## config.mk

```make
export PLATFORM = sky130hd
export DESIGN_NAME = dds_lab_top
export DESIGN_NICKNAME = d
export VERILOG_FILES = /design/src/source/dds_lab_pkg.sv /design/src/source/lfsr_bit_source.sv /design/src/source/dds_core.sv /design/src/source/key_hold_tracker.sv /design/src/source/scope_sampler.sv /design/src/source/dds_lab_top.sv
export VERILOG_INCLUDE_DIRS = /design/src /design/src/source
export SDC_FILE = /design/constraint.sdc
export NUM_CORES = 1
export LEC_CHECK = 0
export ABC_AREA = 1
export BUFFER_PORTS_ARGS = -buffer_cell sky130_fd_sc_hd__buf_2
export CAP_MARGIN = 20
export CELL_PAD_IN_SITES_DETAIL_PLACEMENT = 2
export CELL_PAD_IN_SITES_GLOBAL_PLACEMENT = 2
export CORE_MARGIN = 5
export CORE_UTILIZATION = 36
export CTS_CLUSTER_DIAMETER = 60
export DETAILED_ROUTE_END_ITERATION = 8
export MAX_ROUTING_LAYER = met4
export PLACE_DENSITY_LB_ADDON = 0.1
export SKIP_LAST_GASP = 1
export SYNTH_ARGS = -nofsm -noshare
export SYNTH_HDL_FRONTEND = slang
export SYNTH_SLANG_ARGS = --single-unit
```

## constraint.sdc

```tcl
create_clock -name CLK_25MHZ -period 10 [get_ports CLK_25MHZ]
set_input_delay 2 -clock CLK_25MHZ [delete_from_list [all_inputs] [get_ports CLK_25MHZ]]
set_output_delay 2 -clock CLK_25MHZ [all_outputs]
set_load 0.01 [all_outputs]
```

## src/source/sine_quarter_table.svh

```systemverilog
`ifndef SINE_QUARTER_TABLE_SVH
`define SINE_QUARTER_TABLE_SVH

// first quadrant of sine, sampled at bin centres so both ends mirror cleanly
localparam logic [WAVE_W-2:0] sine_quarter_table [2**QTR_ADDR_W] = '{
   11'd50,
   11'd151,
   11'd251,
   11'd350,
   11'd448,
   11'd546,
   11'd642,
   11'd737,
   11'd830,
   11'd920,
   11'd1009,
   11'd1095,
   11'd1179,
   11'd1259,
   11'd1337,
   11'd1411,
   11'd1483,
   11'd1550,
   11'd1614,
   11'd1674,
   11'd1729,
   11'd1781,
   11'd1828,
   11'd1871,
   11'd1910,
   11'd1944,
   11'd1973,
   11'd1997,
   11'd2017,
   11'd2032,
   11'd2041,
   11'd2046
};

`endif

```

## src/source/dds_lab_pkg.sv

```systemverilog
package dds_lab_pkg;

   ////////////////////
   // widths and timing
   ////////////////////

   localparam int PHASE_W = 32;
   localparam int WAVE_W = 12;
   localparam int LFSR_W = 5;
   localparam logic [LFSR_W-1:0] LFSR_SEED = 5'b00001;

   localparam int LFSR_TICK_CYCLES = 200;   // stands in for the 1 Hz divider
   localparam int LFSR_TICK_W = $clog2(LFSR_TICK_CYCLES);
   localparam int SAMPLE_DIVIDE = 70;       // clocks between scope captures
   localparam int SAMPLE_DIV_W = $clog2(SAMPLE_DIVIDE);

   localparam int NUM_KEYS = 17;

   // sine lookup, 2 quadrant bits above 5 table address bits
   localparam int QTR_ADDR_W = 5;
   localparam logic [PHASE_W-1:0] QUARTER_TURN = {2'b01, {(PHASE_W - 2){1'b0}}};

   // symmetric so that negating a square never overflows
   localparam logic signed [WAVE_W-1:0] WAVE_FULL_SCALE = WAVE_W'((1 << (WAVE_W - 1)) - 1);

   ////////////////////
   // mode encodings
   ////////////////////

   typedef enum logic [1:0]
   {
      WAVE_SINE   = 2'd0,
      WAVE_SAW    = 2'd1,
      WAVE_SQUARE = 2'd2,
      WAVE_COSINE = 2'd3
   } wave_sel_t;

   typedef enum logic [1:0]
   {
      MOD_NONE = 2'd0,
      MOD_ASK  = 2'd1,
      MOD_FSK  = 2'd2,
      MOD_BPSK = 2'd3
   } mod_sel_t;

   ////////////////////
   // keyboard
   ////////////////////

   // set 2 scan codes, arrows are the E0-prefixed codes with the prefix stripped
   localparam logic [7:0] key_code_table [NUM_KEYS] = '{
      8'h16, 8'h1E, 8'h26, 8'h25,   // 1 2 3 4
      8'h2E, 8'h36, 8'h3D, 8'h3E,   // 5 6 7 8
      8'h05, 8'h06,                 // F1 F2
      8'h31, 8'h3A,                 // N M
      8'h29,                        // space
      8'h6B, 8'h74, 8'h75, 8'h72    // left right up down
   };

   typedef logic [NUM_KEYS-1:0] key_held_t;

   typedef struct packed
   {
      logic [7:0] scan_code;
      logic       is_break;
   } kb_event_t;

   ////////////////////
   // scope stream
   ////////////////////

   typedef struct packed
   {
      logic signed [WAVE_W-1:0] raw;
      logic signed [WAVE_W-1:0] modulated;
      logic                     lfsr_bit;
      logic                     overrun;    // an earlier capture was lost
   } scope_sample_t;

endpackage

```

## src/source/lfsr_bit_source.sv

```systemverilog
`timescale 1ns/1ps

module lfsr_bit_source
(
   input  logic                             CLK_25MHZ,
   input  logic                             reset_from_key,
   output logic [dds_lab_pkg::LFSR_W-1:0]   lfsr_value,
   output logic                             lfsr_bit
);
   import dds_lab_pkg::*;

   logic [LFSR_TICK_W-1:0] tick_count;
   logic                   tick;
   logic                   feedback;

   assign tick = (tick_count == LFSR_TICK_W'(LFSR_TICK_CYCLES - 1));

   // taps for x^5 + x^3 + 1, period 31
   assign feedback = lfsr_value[4] ^ lfsr_value[2];

   always_ff @(posedge CLK_25MHZ)
   begin
      if (reset_from_key)
      begin
         tick_count <= '0;
         lfsr_value <= LFSR_SEED;
      end
      else
      begin
         if (tick)
            tick_count <= '0;
         else
            tick_count <= tick_count + 1'b1;

         if (tick)
            lfsr_value <= {lfsr_value[LFSR_W-2:0], feedback};   // shift left
      end
   end

   assign lfsr_bit = lfsr_value[0];   // modulating data bit

endmodule

```

## src/source/dds_core.sv

```systemverilog
`timescale 1ns/1ps

module dds_core
(
   input  logic                                  CLK_25MHZ,
   input  logic                                  reset_from_key,
   input  logic [dds_lab_pkg::PHASE_W-1:0]       phase_inc,
   input  logic [dds_lab_pkg::PHASE_W-1:0]       fsk_phase_inc,
   input  dds_lab_pkg::wave_sel_t                wave_sel,
   input  dds_lab_pkg::mod_sel_t                 mod_sel,
   input  logic                                  data_bit,
   output logic signed [dds_lab_pkg::WAVE_W-1:0] wave
);
   import dds_lab_pkg::*;
   `include "sine_quarter_table.svh"

   logic [PHASE_W-1:0]       phase;
   logic [PHASE_W-1:0]       active_inc;
   logic [PHASE_W-1:0]       shape_phase;
   logic [1:0]               quadrant;
   logic [QTR_ADDR_W-1:0]    qtr_addr;
   logic [QTR_ADDR_W-1:0]    tab_addr;
   logic signed [WAVE_W-1:0] qtr_mag;
   logic signed [WAVE_W-1:0] shaped;
   logic signed [WAVE_W-1:0] keyed;

   ////////////////////
   // phase accumulator
   ////////////////////

   // FSK switches to the second tone while the bit is high
   assign active_inc = (mod_sel == MOD_FSK && data_bit) ? fsk_phase_inc : phase_inc;

   always_ff @(posedge CLK_25MHZ)
   begin
      if (reset_from_key)
         phase <= '0;
      else
         phase <= phase + active_inc;
   end

   ////////////////////
   // waveform shaping
   ////////////////////

   assign shape_phase = (wave_sel == WAVE_COSINE) ? phase + QUARTER_TURN : phase;
   assign quadrant    = shape_phase[PHASE_W-1 -: 2];
   assign qtr_addr    = shape_phase[PHASE_W-3 -: QTR_ADDR_W];
   assign tab_addr    = quadrant[0] ? ~qtr_addr : qtr_addr;   // falling quadrants mirror

   always_comb
   begin
      qtr_mag = $signed({1'b0, sine_quarter_table[tab_addr]});
      case (wave_sel)
         WAVE_SAW:    shaped = $signed(phase[PHASE_W-1 -: WAVE_W]);
         WAVE_SQUARE: shaped = phase[PHASE_W-1] ? -WAVE_FULL_SCALE : WAVE_FULL_SCALE;
         default:     shaped = quadrant[1] ? -qtr_mag : qtr_mag;   // sine, cosine
      endcase
   end

   ////////////////////
   // keying
   ////////////////////

   // ASK and BPSK only act on a zero bit
   always_comb
   begin
      keyed = shaped;
      if (!data_bit)
      begin
         case (mod_sel)
            MOD_ASK:  keyed = '0;
            MOD_BPSK: keyed = -shaped;
            default:  keyed = shaped;
         endcase
      end
   end

   always_ff @(posedge CLK_25MHZ)
      wave <= keyed;

endmodule

```

## src/source/key_hold_tracker.sv

```systemverilog
`timescale 1ns/1ps

module key_hold_tracker
(
   input  logic                   CLK_25MHZ,
   input  logic                   reset_from_key,
   input  logic                   kb_valid,
   input  dds_lab_pkg::kb_event_t kb_event,
   output dds_lab_pkg::key_held_t key_held
);
   import dds_lab_pkg::*;

   key_held_t code_hit;

   // one-hot match of the scan code, all zero for codes we do not track
   always_comb
   begin
      for (int i = 0; i < NUM_KEYS; i++)
      begin
         code_hit[i] = (kb_event.scan_code == key_code_table[i]);
      end
   end

   always_ff @(posedge CLK_25MHZ)
   begin
      if (reset_from_key)
         key_held <= '0;
      else if (kb_valid)
      begin
         if (kb_event.is_break)
            key_held <= key_held & ~code_hit;   // release
         else
            key_held <= key_held | code_hit;    // press
      end
   end

endmodule

```

## src/source/scope_sampler.sv

```systemverilog
`timescale 1ns/1ps

module scope_sampler
(
   input  logic                                  CLK_25MHZ,
   input  logic                                  reset_from_key,
   input  logic signed [dds_lab_pkg::WAVE_W-1:0] raw_wave,
   input  logic signed [dds_lab_pkg::WAVE_W-1:0] mod_wave,
   input  logic                                  lfsr_bit,
   output logic                                  sample_valid,
   output dds_lab_pkg::scope_sample_t            sample,
   input  logic                                  sample_ready
);
   import dds_lab_pkg::*;

   logic [SAMPLE_DIV_W-1:0] div_count;
   logic                    fire;
   logic                    transfer;
   logic                    capture;
   logic                    overrun_pending;
   logic                    bit_q;

   assign fire     = (div_count == SAMPLE_DIV_W'(SAMPLE_DIVIDE - 1));
   assign transfer = sample_valid && sample_ready;
   assign capture  = fire && (!sample_valid || transfer);   // slot free or emptying now

   ////////////////////
   // control
   ////////////////////

   always_ff @(posedge CLK_25MHZ)
   begin
      if (reset_from_key)
      begin
         div_count       <= '0;
         sample_valid    <= 1'b0;
         overrun_pending <= 1'b0;
      end
      else
      begin
         if (fire)
            div_count <= '0;
         else
            div_count <= div_count + 1'b1;

         if (capture)
            sample_valid <= 1'b1;
         else if (transfer)
            sample_valid <= 1'b0;

         if (capture)
            overrun_pending <= 1'b0;   // flag leaves with this sample
         else if (fire)
            overrun_pending <= 1'b1;   // held sample not taken, capture lost
      end
   end

   ////////////////////
   // payload
   ////////////////////

   // waves come out of a register, so the bit is delayed one clock to match
   always_ff @(posedge CLK_25MHZ)
   begin
      bit_q <= lfsr_bit;
      if (capture)
      begin
         sample.raw       <= raw_wave;
         sample.modulated <= mod_wave;
         sample.lfsr_bit  <= bit_q;
         sample.overrun   <= overrun_pending;
      end
   end

endmodule

```

## src/source/dds_lab_top.sv

```systemverilog
`timescale 1ns/1ps

module dds_lab_top
(
   input  logic                              CLK_25MHZ,
   input  logic                              reset_from_key,
   input  logic [dds_lab_pkg::PHASE_W-1:0]   phase_inc,
   input  logic [dds_lab_pkg::PHASE_W-1:0]   fsk_phase_inc,
   input  dds_lab_pkg::wave_sel_t            raw_sel,
   input  dds_lab_pkg::wave_sel_t            carrier_sel,
   input  dds_lab_pkg::mod_sel_t             mod_sel,
   input  logic                              kb_valid,
   input  dds_lab_pkg::kb_event_t            kb_event,
   input  logic                              sample_ready,
   output logic                              sample_valid,
   output dds_lab_pkg::scope_sample_t        sample,
   output dds_lab_pkg::key_held_t            key_held,
   output logic [dds_lab_pkg::LFSR_W-1:0]    lfsr_value
);
   import dds_lab_pkg::*;

   logic                     lfsr_bit;
   logic signed [WAVE_W-1:0] raw_wave;
   logic signed [WAVE_W-1:0] mod_wave;

   lfsr_bit_source lfsr_src
   (
      .CLK_25MHZ      (CLK_25MHZ),
      .reset_from_key (reset_from_key),
      .lfsr_value     (lfsr_value),
      .lfsr_bit       (lfsr_bit)
   );

   ////////////////////
   // two DDS channels
   ////////////////////

   dds_core raw_dds   // never modulated
   (
      .CLK_25MHZ      (CLK_25MHZ),
      .reset_from_key (reset_from_key),
      .phase_inc      (phase_inc),
      .fsk_phase_inc  ('0),
      .wave_sel       (raw_sel),
      .mod_sel        (MOD_NONE),
      .data_bit       (1'b0),
      .wave           (raw_wave)
   );

   dds_core mod_dds
   (
      .CLK_25MHZ      (CLK_25MHZ),
      .reset_from_key (reset_from_key),
      .phase_inc      (phase_inc),
      .fsk_phase_inc  (fsk_phase_inc),
      .wave_sel       (carrier_sel),
      .mod_sel        (mod_sel),
      .data_bit       (lfsr_bit),
      .wave           (mod_wave)
   );

   scope_sampler sampler
   (
      .CLK_25MHZ      (CLK_25MHZ),
      .reset_from_key (reset_from_key),
      .raw_wave       (raw_wave),
      .mod_wave       (mod_wave),
      .lfsr_bit       (lfsr_bit),
      .sample_valid   (sample_valid),
      .sample         (sample),
      .sample_ready   (sample_ready)
   );

   key_hold_tracker keys
   (
      .CLK_25MHZ      (CLK_25MHZ),
      .reset_from_key (reset_from_key),
      .kb_valid       (kb_valid),
      .kb_event       (kb_event),
      .key_held       (key_held)
   );

endmodule

```

==> results.env, run 1 <==
DRT_DRC_VIOLATIONS_LEFT=0
R2R.WORST_PATH.CELLS=26
IOS=132
GRT_START_MAX_NET_PINS=50
FIRSTDRTPASSITERS=4
TIMING.RR.END='mod_dds.phase[26]'
NETLIST_INSTANCES=1457
ASYNC_FLOP_SHARE=0
CLOCK-SKEW-FINAL_NS=0.0138
CRITICAL_PATH_ARRIVAL_NS=5.68
POST-SYNTH-TOP-AREA-FRACTION=0.245
CORE_SQ_UM=28700
CTS_TREE='done'
PLACE.DETAILED.INSTANCES=1950
IO_BUFFERS=131
POSTCTSHOLDBUFS=0
CRIT-REG2REG-LAUNCH='lfsr_src.lfsr_value[0]'
MAPPED_CELL_AREA_SQ_UM=10500
NUM-NETS-FINAL=1748
MOST-COMMON-LAYOUT-CELLS='sky130_fd_sc_hd__nand2_1, sky130_fd_sc_hd__a21oi_1, sky130_fd_sc_hd__inv_1'
POWER.CLOCK.FRACTION=0.164
WIRELENGTH_UM=37400
POWERDENSITY_nW_PER_UM2=328
TIMING.HOLD.WORST.CLASS='flip-flop to flip-flop'
NET-SWITCHING-POWER_W=0.00205
CRIT_SLOWEST_CELL='sky130_fd_sc_hd__buf_4'
MINIMUM_SETUP_SLACK_AMONG_REG_TO_REG_PATHS_NS=5.90
TIMING_WORST_SETUP_PATH_TYPE='input pin to flip-flop'
ANT_NETS=0
CTS.ROOT.BUFFER_CELL='sky130_fd_sc_hd__clkbuf_16'
SETUP_REPAIR_AFTER_GLOBAL_ROUTING_MISSED_ITS_MARGIN='false'
COMBINATIONALPOWERSHARE=0.609
TOP_USAGE_LAYER='met2'
GLOBAL_ROUTE.OVERFLOW_TOTAL=0
GLOBALROUTEMET2UTIL=0.416
FLOORPLAN.DIE.HEIGHT_UM=181
DIE_X_UM=181
MAXSLEWHEADROOM=0.369
SYNTH.FF_LATCH_COUNT=154
FINAL-HOLD-VIOLATION-COUNT=0
INITIAL_UTILIZATION=0.365
MAX_CLOCK_FREQ_MHz=188
GLOBAL_ROUTE.USAGE.MET3=0.0335
PWR-SHARE-SEQ=0.227
FINAL_CELLS=1986
PEAKVDDDROP_mV=0.107
GRT_ANTENNA_BEFORE_REPAIR=4
GROUTE.USAGE.OVERALL=0.235
SYNTHESIS.NETS=1620
DETAIL_ROUTE.ITER0.VIOLATIONS=351
WORSTMARGINPINSLEW_NS=0.943
FINAL.PERIOD_UTILIZATION=0.531
STARTPOINT='mod_sel[1]'
OUTCOME='completed'
CTS.SINKS=154
SLOWEST_DELAY_NS=0.43
SYNTH_AREA_PER_CELL_SQ_UM=7.19
YS_DOMINANT_REG_CELL='sky130_fd_sc_hd__dfxtp_1'
CLK_PIN_SLEW_NS=0.07
SYNTH_SEQ_AREA_SHARE=0.319
FINAL_LAYOUT_SIZE_SUFFIX_GT1_FRAC=0.156
CP.REQUIRED_NS=10.37
POST_CTS.REPAIR.SETUP_BUFFERS=0
POWER_LEAKAGE_nW=5.59
NETLIST.TOP_CELL.BY_AREA='sky130_fd_sc_hd__dfxtp_1'
DR_VIAS_CELL=5.33
FINAL.SETUP.TNS_NS=0
CRIT_PATH_END_KIND='flip-flop'
SYNTH_AREA_LEADERS='sky130_fd_sc_hd__dfxtp_1, sky130_fd_sc_hd__nand2_1, sky130_fd_sc_hd__ha_1'
DETAIL_ROUTE.WL_PER_CELL_UM=18.8
YOSYSWARNINGCOUNT=0
GR-USAGE-MET1=0.283
VIAS_IN_THE_FIRST_GLOBAL_ROUTE=11800
POST_SYNTH_NUM_CELL_TYPES=58
WORSTSKEWPAIRLATENCY_NS=0.44
TOTAL_POWER_W=0.00397
SETUP.WORST_PATH.END='mod_dds.phase[26]'
CPMOSTUSEDCELL='sky130_fd_sc_hd__nand2_1'
SYNTH_ENABLE_FLOP_CELLS=26
LAYOUT_COMMONEST_CELL='sky130_fd_sc_hd__nand2_1'
DR_TOTAL_VIAS=10600
HTREEDEPTH=4
PLACE.GP.CONGESTION=0.884
FINAL.MIN_CLOCK_PERIOD_NS=5.31
STD_CELL_ROWS=62
INTPOWER_W=0.00191
SORT_OF_ELEMENT_AT_THE_START_OF_THE_CRITICAL_PATH='input pin'
SUM_OF_NET_HALF_PERIMETERS_AFTER_DETAILED_PLACEMENT_UM=30000
SYNTHTOLAYOUTAREAGROWTH_PCT=15.6
MAXSLEWVIOLCOUNT=0
CLOCK_TREE.BUFFER_DEPTH=2
MAX_CAP_VIOL_COUNT=0
WIRE_LENGTH_OF_THE_FIRST_GLOBAL_ROUTING_PASS_UM=61500
DIE-AREA_SQ_UM=32600
FINAL-SETUP-VIOL-COUNT=0
POSTCTSRESIZEDCELLS=0
CP_MAX_FO=33
POWER.SWITCHING_FRACTION=0.518
NUMCTSBUFFERS=17
==> per-layer routing <==
metal | part of all wire | wire [um] | vias to the layer above
met1 | 0.45 | 17000 | 5170
li1 | - | - | 5232
met5 | 0 | 0 | -
met4 | 0.019 | 702 | 0
met3 | 0.027 | 1020 | 37
met2 | 0.50 | 18700 | 148
==> how the worst min path moves through the flow <==
stage,from,cells after the start,slack (ns),to
floorplan,mod_dds.wave[8],0,0.39,sampler.sample[10]
CTS,raw_dds.wave[0],0,0.40,sampler.sample[14]
detailed placement,raw_dds.wave[6],0,0.39,sampler.sample[20]
global placement,raw_dds.wave[6],0,0.39,sampler.sample[20]
global route,raw_dds.wave[0],0,0.41,sampler.sample[14]
finish,raw_dds.wave[0],0,0.40,sampler.sample[14]
==> Yosys cell counts, drive strengths merged (17+ instances only) <==
master / number
edfxtp: 26
ha: 78
mux2: 30
clkbuf: 17
nor2: 154
inv: 164
dfxtp: 128
o21a: 30
nand3: 77
o21ai: 122
nor3: 32
a21oi: 171
nand2: 295
==> worst max-delay path: cells and delay by family <==
kind,cells,cell delay (ns)
buffers and inverters,4,0.70
adder cells (fa/ha/maj),2,0.61
multiplexers,1,0.39
AND/OR/NAND/NOR,16,1.49
AO/OA/AOI/OAI,3,0.45
==> power by group through the flow <==
stage / clock (W) / sequential (W) / combinational [W]
finish: 0.000649 / 0.000901 / 0.00242
global route: 0.000690 / 0.000919 / 0.00273
CTS: 0.000663 / 0.000904 / 0.00243
detailed placement: 0 / 0.000917 / 0.00239
global placement: 0 / 0.000910 / 0.00229
floorplan: 0 / 0.000875 / 0.00179
==> cell type report <==
cell class,instances,area [sq um]
sequential,154,3340
clock inverter,15,155
tap,384,480
antenna,4,10.0
multi-input combinational,1109,6360
fill,3505,16600
clock buffer,17,425
inverter,166,626
timing repair buffer,137,701
==> per-stage QoR <==
stage | setup WS (ns) | hold slack, ns | cell area (sq um) | util
CTS | 4.69 | 0.402 | 12100 | 0.421
global placement | 4.48 | 0.386 | 11500 | 0.401
finish | 4.69 | 0.403 | 12100 | 0.422
global route | 4.33 | 0.411 | 12100 | 0.422
detailed placement | 4.29 | 0.390 | 11500 | 0.401
floorplan | 4.91 | 0.386 | 10500 | -
==> cells by family after synthesis <==
group           count (synthesis)  synth area share
compound gates                393             0.215
flops                         154             0.319
buf+inv                       194            0.0742
xor+xnor                       22            0.0241
simple gates                  583             0.238
fa+ha+maj                      80            0.0970
mux                            31            0.0332
No activity file was read; power rests on OpenSTA's default activity.
==> run 2, diff against run 1 <==
- CORE_UTILIZATION: 36 -> 34
- clock period: 10 -> 5 ns (I/O delays scaled with it)
==> run 2 against run 1 <==
Effect of this change: sequential cell count is the same; die area grew 5.6%; clock power is 120% higher; hold slack improved by 0.0019 ns; clock-buffer cell count rose by 1; final area is 0.87% higher; clock skew is 0.0019 ns higher; utilization shrank 2.2 points; critical path type unchanged; critical endpoint is now mod_dds.phase[22]; largest power group unchanged.
==> results.env, run 2 (synthesis gave the netlist of run 1 again) <==
WORSTMARGINPINSLEW_NS=0.955  # was 0.943 ns
FINAL-SETUP-VIOL-COUNT=0  # unchanged
DIE-AREA_SQ_UM=34400  # was 32,600 sq um
HIGHEST_LAYER='met4'  # unchanged
MET2ROUTEDLENGTH_UM=19500  # was 18,700 um
PRECTSSETUPSLACK_NS=0.482  # was 4.29 ns
CLK_PIN_SLEW_NS=0.06  # was 0.07 ns
FINAL-HOLD-VIOLATION-COUNT=0  # unchanged
WIRELENGTH_UM=38600  # was 37,400 um
POSTCTSRESIZEDCELLS=0  # unchanged
POSTCTSHOLDBUFS=0  # unchanged
GROUTE.USAGE.OVERALL=0.231  # was 0.235
MET1WIRELENGTH_UM=17200  # was 17,000 um
GRT_ANTENNA_BEFORE_REPAIR=0  # was 4
CTS.ROOT.BUFFER_CELL='sky130_fd_sc_hd__clkbuf_16'  # unchanged
CORE_SQ_UM=30500  # was 28,700 sq um
DIE_X_UM=186  # was 181 um
DR_TOTAL_VIAS=10600  # about the same
PLACE.GP.CONGESTION=0.916  # was 0.884
POSTLAYOUTCOREUTIL=0.400  # was 0.422
GLOBAL_ROUTE.OVERFLOW_TOTAL=0  # unchanged
DRT_DRC_VIOLATIONS_LEFT=0  # unchanged
TIMING.HOLD.WORST.CLASS='flip-flop to flip-flop'  # unchanged
DR_VIAS_CELL=5.31  # was 5.33
MAX_CAP_VIOL_COUNT=0  # unchanged
IO_BUFFERS=131  # unchanged
HOLD-WORST-SLACK_NS=0.405  # was 0.403 ns
CP_MAX_FO=5  # was 33
CTS.SINKS=154  # unchanged
CLOCK-SKEW-FINAL_NS=0.0157  # was 0.0138 ns
FLOORPLAN.DIE.HEIGHT_UM=186  # was 181 um
MOST-COMMON-LAYOUT-CELLS='sky130_fd_sc_hd__nand2_1, sky130_fd_sc_hd__a21oi_1, sky130_fd_sc_hd__inv_1'  # unchanged
DETAIL_ROUTE.WL_PER_CELL_UM=19.3  # was 18.8 um
GRT_START_MAX_NET_PINS=40  # was 50
SETUP_REPAIR_AFTER_GLOBAL_ROUTING_MISSED_ITS_MARGIN='false'  # unchanged
FILLERINSTANCES=3666  # was 3,505
SYNTHTOLAYOUTAREAGROWTH_PCT=16.6  # was 15.6%
FINAL.PERIOD_UTILIZATION=0.826
NUMCTSBUFFERS=17  # unchanged
POST_CTS.REPAIR.SETUP_BUFFERS=0  # unchanged
CPMOSTUSEDCELL='sky130_fd_sc_hd__nand2_1'  # unchanged
MAXSLEWVIOLCOUNT=0  # unchanged
INITIAL_UTILIZATION=0.343  # was 0.365
PEAKVDDDROP_mV=0.239  # was 0.107 mV
WIRE_LENGTH_OF_THE_FIRST_GLOBAL_ROUTING_PASS_UM=61300  # was 61,500 um
OUTCOME='completed'  # unchanged
MAX_CLOCK_FREQ_MHz=242
SUM_OF_NET_HALF_PERIMETERS_AFTER_DETAILED_PLACEMENT_UM=31400  # was 30,000 um
POWER_LEAKAGE_nW=5.64  # was 5.59 nW
CP.REQUIRED_NS=5.31  # was 10.37 ns
IOS=132  # unchanged
POWERDENSITY_nW_PER_UM2=668  # was 328 nW/um^2
MAXSLEWHEADROOM=0.361  # was 0.369
FINAL.MIN_CLOCK_PERIOD_NS=4.13
FINAL_CELLS=1999  # was 1,986
SLOWEST_DELAY_NS=0.40  # was 0.43 ns
VIAS_IN_THE_FIRST_GLOBAL_ROUTE=11500  # was 11,800
DETAIL_ROUTE.ITER0.VIOLATIONS=434  # was 351
MET3ROUTEDLENGTH_UM=1050  # was 1020 um
STD_CELL_ROWS=64  # was 62
FIRSTDRTPASSITERS=4  # unchanged
FINAL.SETUP.TNS_NS=0  # unchanged
FINAL_LAYOUT_SIZE_SUFFIX_GT1_FRAC=0.158  # was 0.156
CRIT_PATH_END_KIND='flip-flop'  # unchanged
CTS_TREE='done'  # unchanged
HTREEDEPTH=4  # unchanged
CRIT_SLOWEST_CELL='sky130_fd_sc_hd__fa_1'  # was sky130_fd_sc_hd__buf_4
SETUP_WS_NS=0.871  # was 4.69 ns
LAYOUT_COMMONEST_CELL='sky130_fd_sc_hd__nand2_1'  # unchanged
ANT_NETS=0  # unchanged
TIMING_WORST_SETUP_PATH_TYPE='input pin to flip-flop'  # unchanged
CLOCK_TREE.BUFFER_DEPTH=2  # unchanged
PLACE.DETAILED.INSTANCES=1966  # was 1,950
SORT_OF_ELEMENT_AT_THE_START_OF_THE_CRITICAL_PATH='input pin'  # unchanged
WORSTSKEWPAIRLATENCY_NS=0.44  # about the same
CRITICAL_PATH_ARRIVAL_NS=4.44  # was 5.68 ns
NUM-NETS-FINAL=1752  # was 1,748
run 2: cell count changes in the layout (fill, tap and decap cells not counted):
cell and delta:
sky130_fd_sc_hd__buf_12 +1, sky130_fd_sc_hd__buf_4 +3, sky130_fd_sc_hd__bufinv_16 +3, sky130_fd_sc_hd__clkbuf_1 +1
sky130_fd_sc_hd__clkinv_2 -1, sky130_fd_sc_hd__clkinv_4 -2, sky130_fd_sc_hd__clkinv_8 -1, sky130_fd_sc_hd__diode_2 -3
run 2: area by class of cell:
cell class / count / area [sq um] / area share
multi-input combinational: 1109 / 6360 / 0.521
sequential: 154 / 3340 / 0.274
timing repair buffer: 141 / 743 / 0.0609
inverter: 166 / 626 / 0.0512
tap: 396 / 495 / 0.0406
clock buffer: 18 / 429 / 0.0351
clock inverter: 14 / 206 / 0.0169
antenna: 1 / 2.50 / 0.000205
run 2: worst paths after layout:
check             depth (start not counted)              startpoint                  to  slack (ns)
setup / recovery                         25              mod_sel[0]   mod_dds.phase[22]        0.87
hold reg to reg                           0         raw_dds.wave[7]  sampler.sample[21]        0.40
hold / removal                            0         raw_dds.wave[7]  sampler.sample[21]        0.40
setup reg to reg                         23  lfsr_src.lfsr_value[0]   mod_dds.phase[22]        1.20
run 2: power by group:
| group | internal (W) | switching, W |
|---|---|---|
| Sequential | 0.00161 | 0.000212 |
| Clock | 0.000811 | 0.000617 |
| Combinational | 0.00158 | 0.00333 |
run 2: per-stage QoR:
step                power (W)  area [sq um]
floorplan             0.00534         10500
global placement      0.00650         11600
detailed placement    0.00670         11600
CTS                   0.00822         12200
global route          0.00891         12200
finish                0.00816         12200
run 2: metal layers:
| metal | vias up | track usage |
|---|---|---|
| met1 | 5159 | 0.280 |
| met5 | - | - |
| met2 | 168 | 0.412 |
| li1 | 5240 | - |
| met4 | 0 | 0.0539 |
| met3 | 43 | 0.0274 |
run 2: worst max-delay path, delay by kind of cell:
kind / cells / cell delay [ns]
buffers and inverters: 4 / 0.37
AOI/OAI and AO/OA: 5 / 0.64
muxes: 1 / 0.36
and+or+nand+nor: 13 / 1.42
adders and majority gates: 2 / 0.62
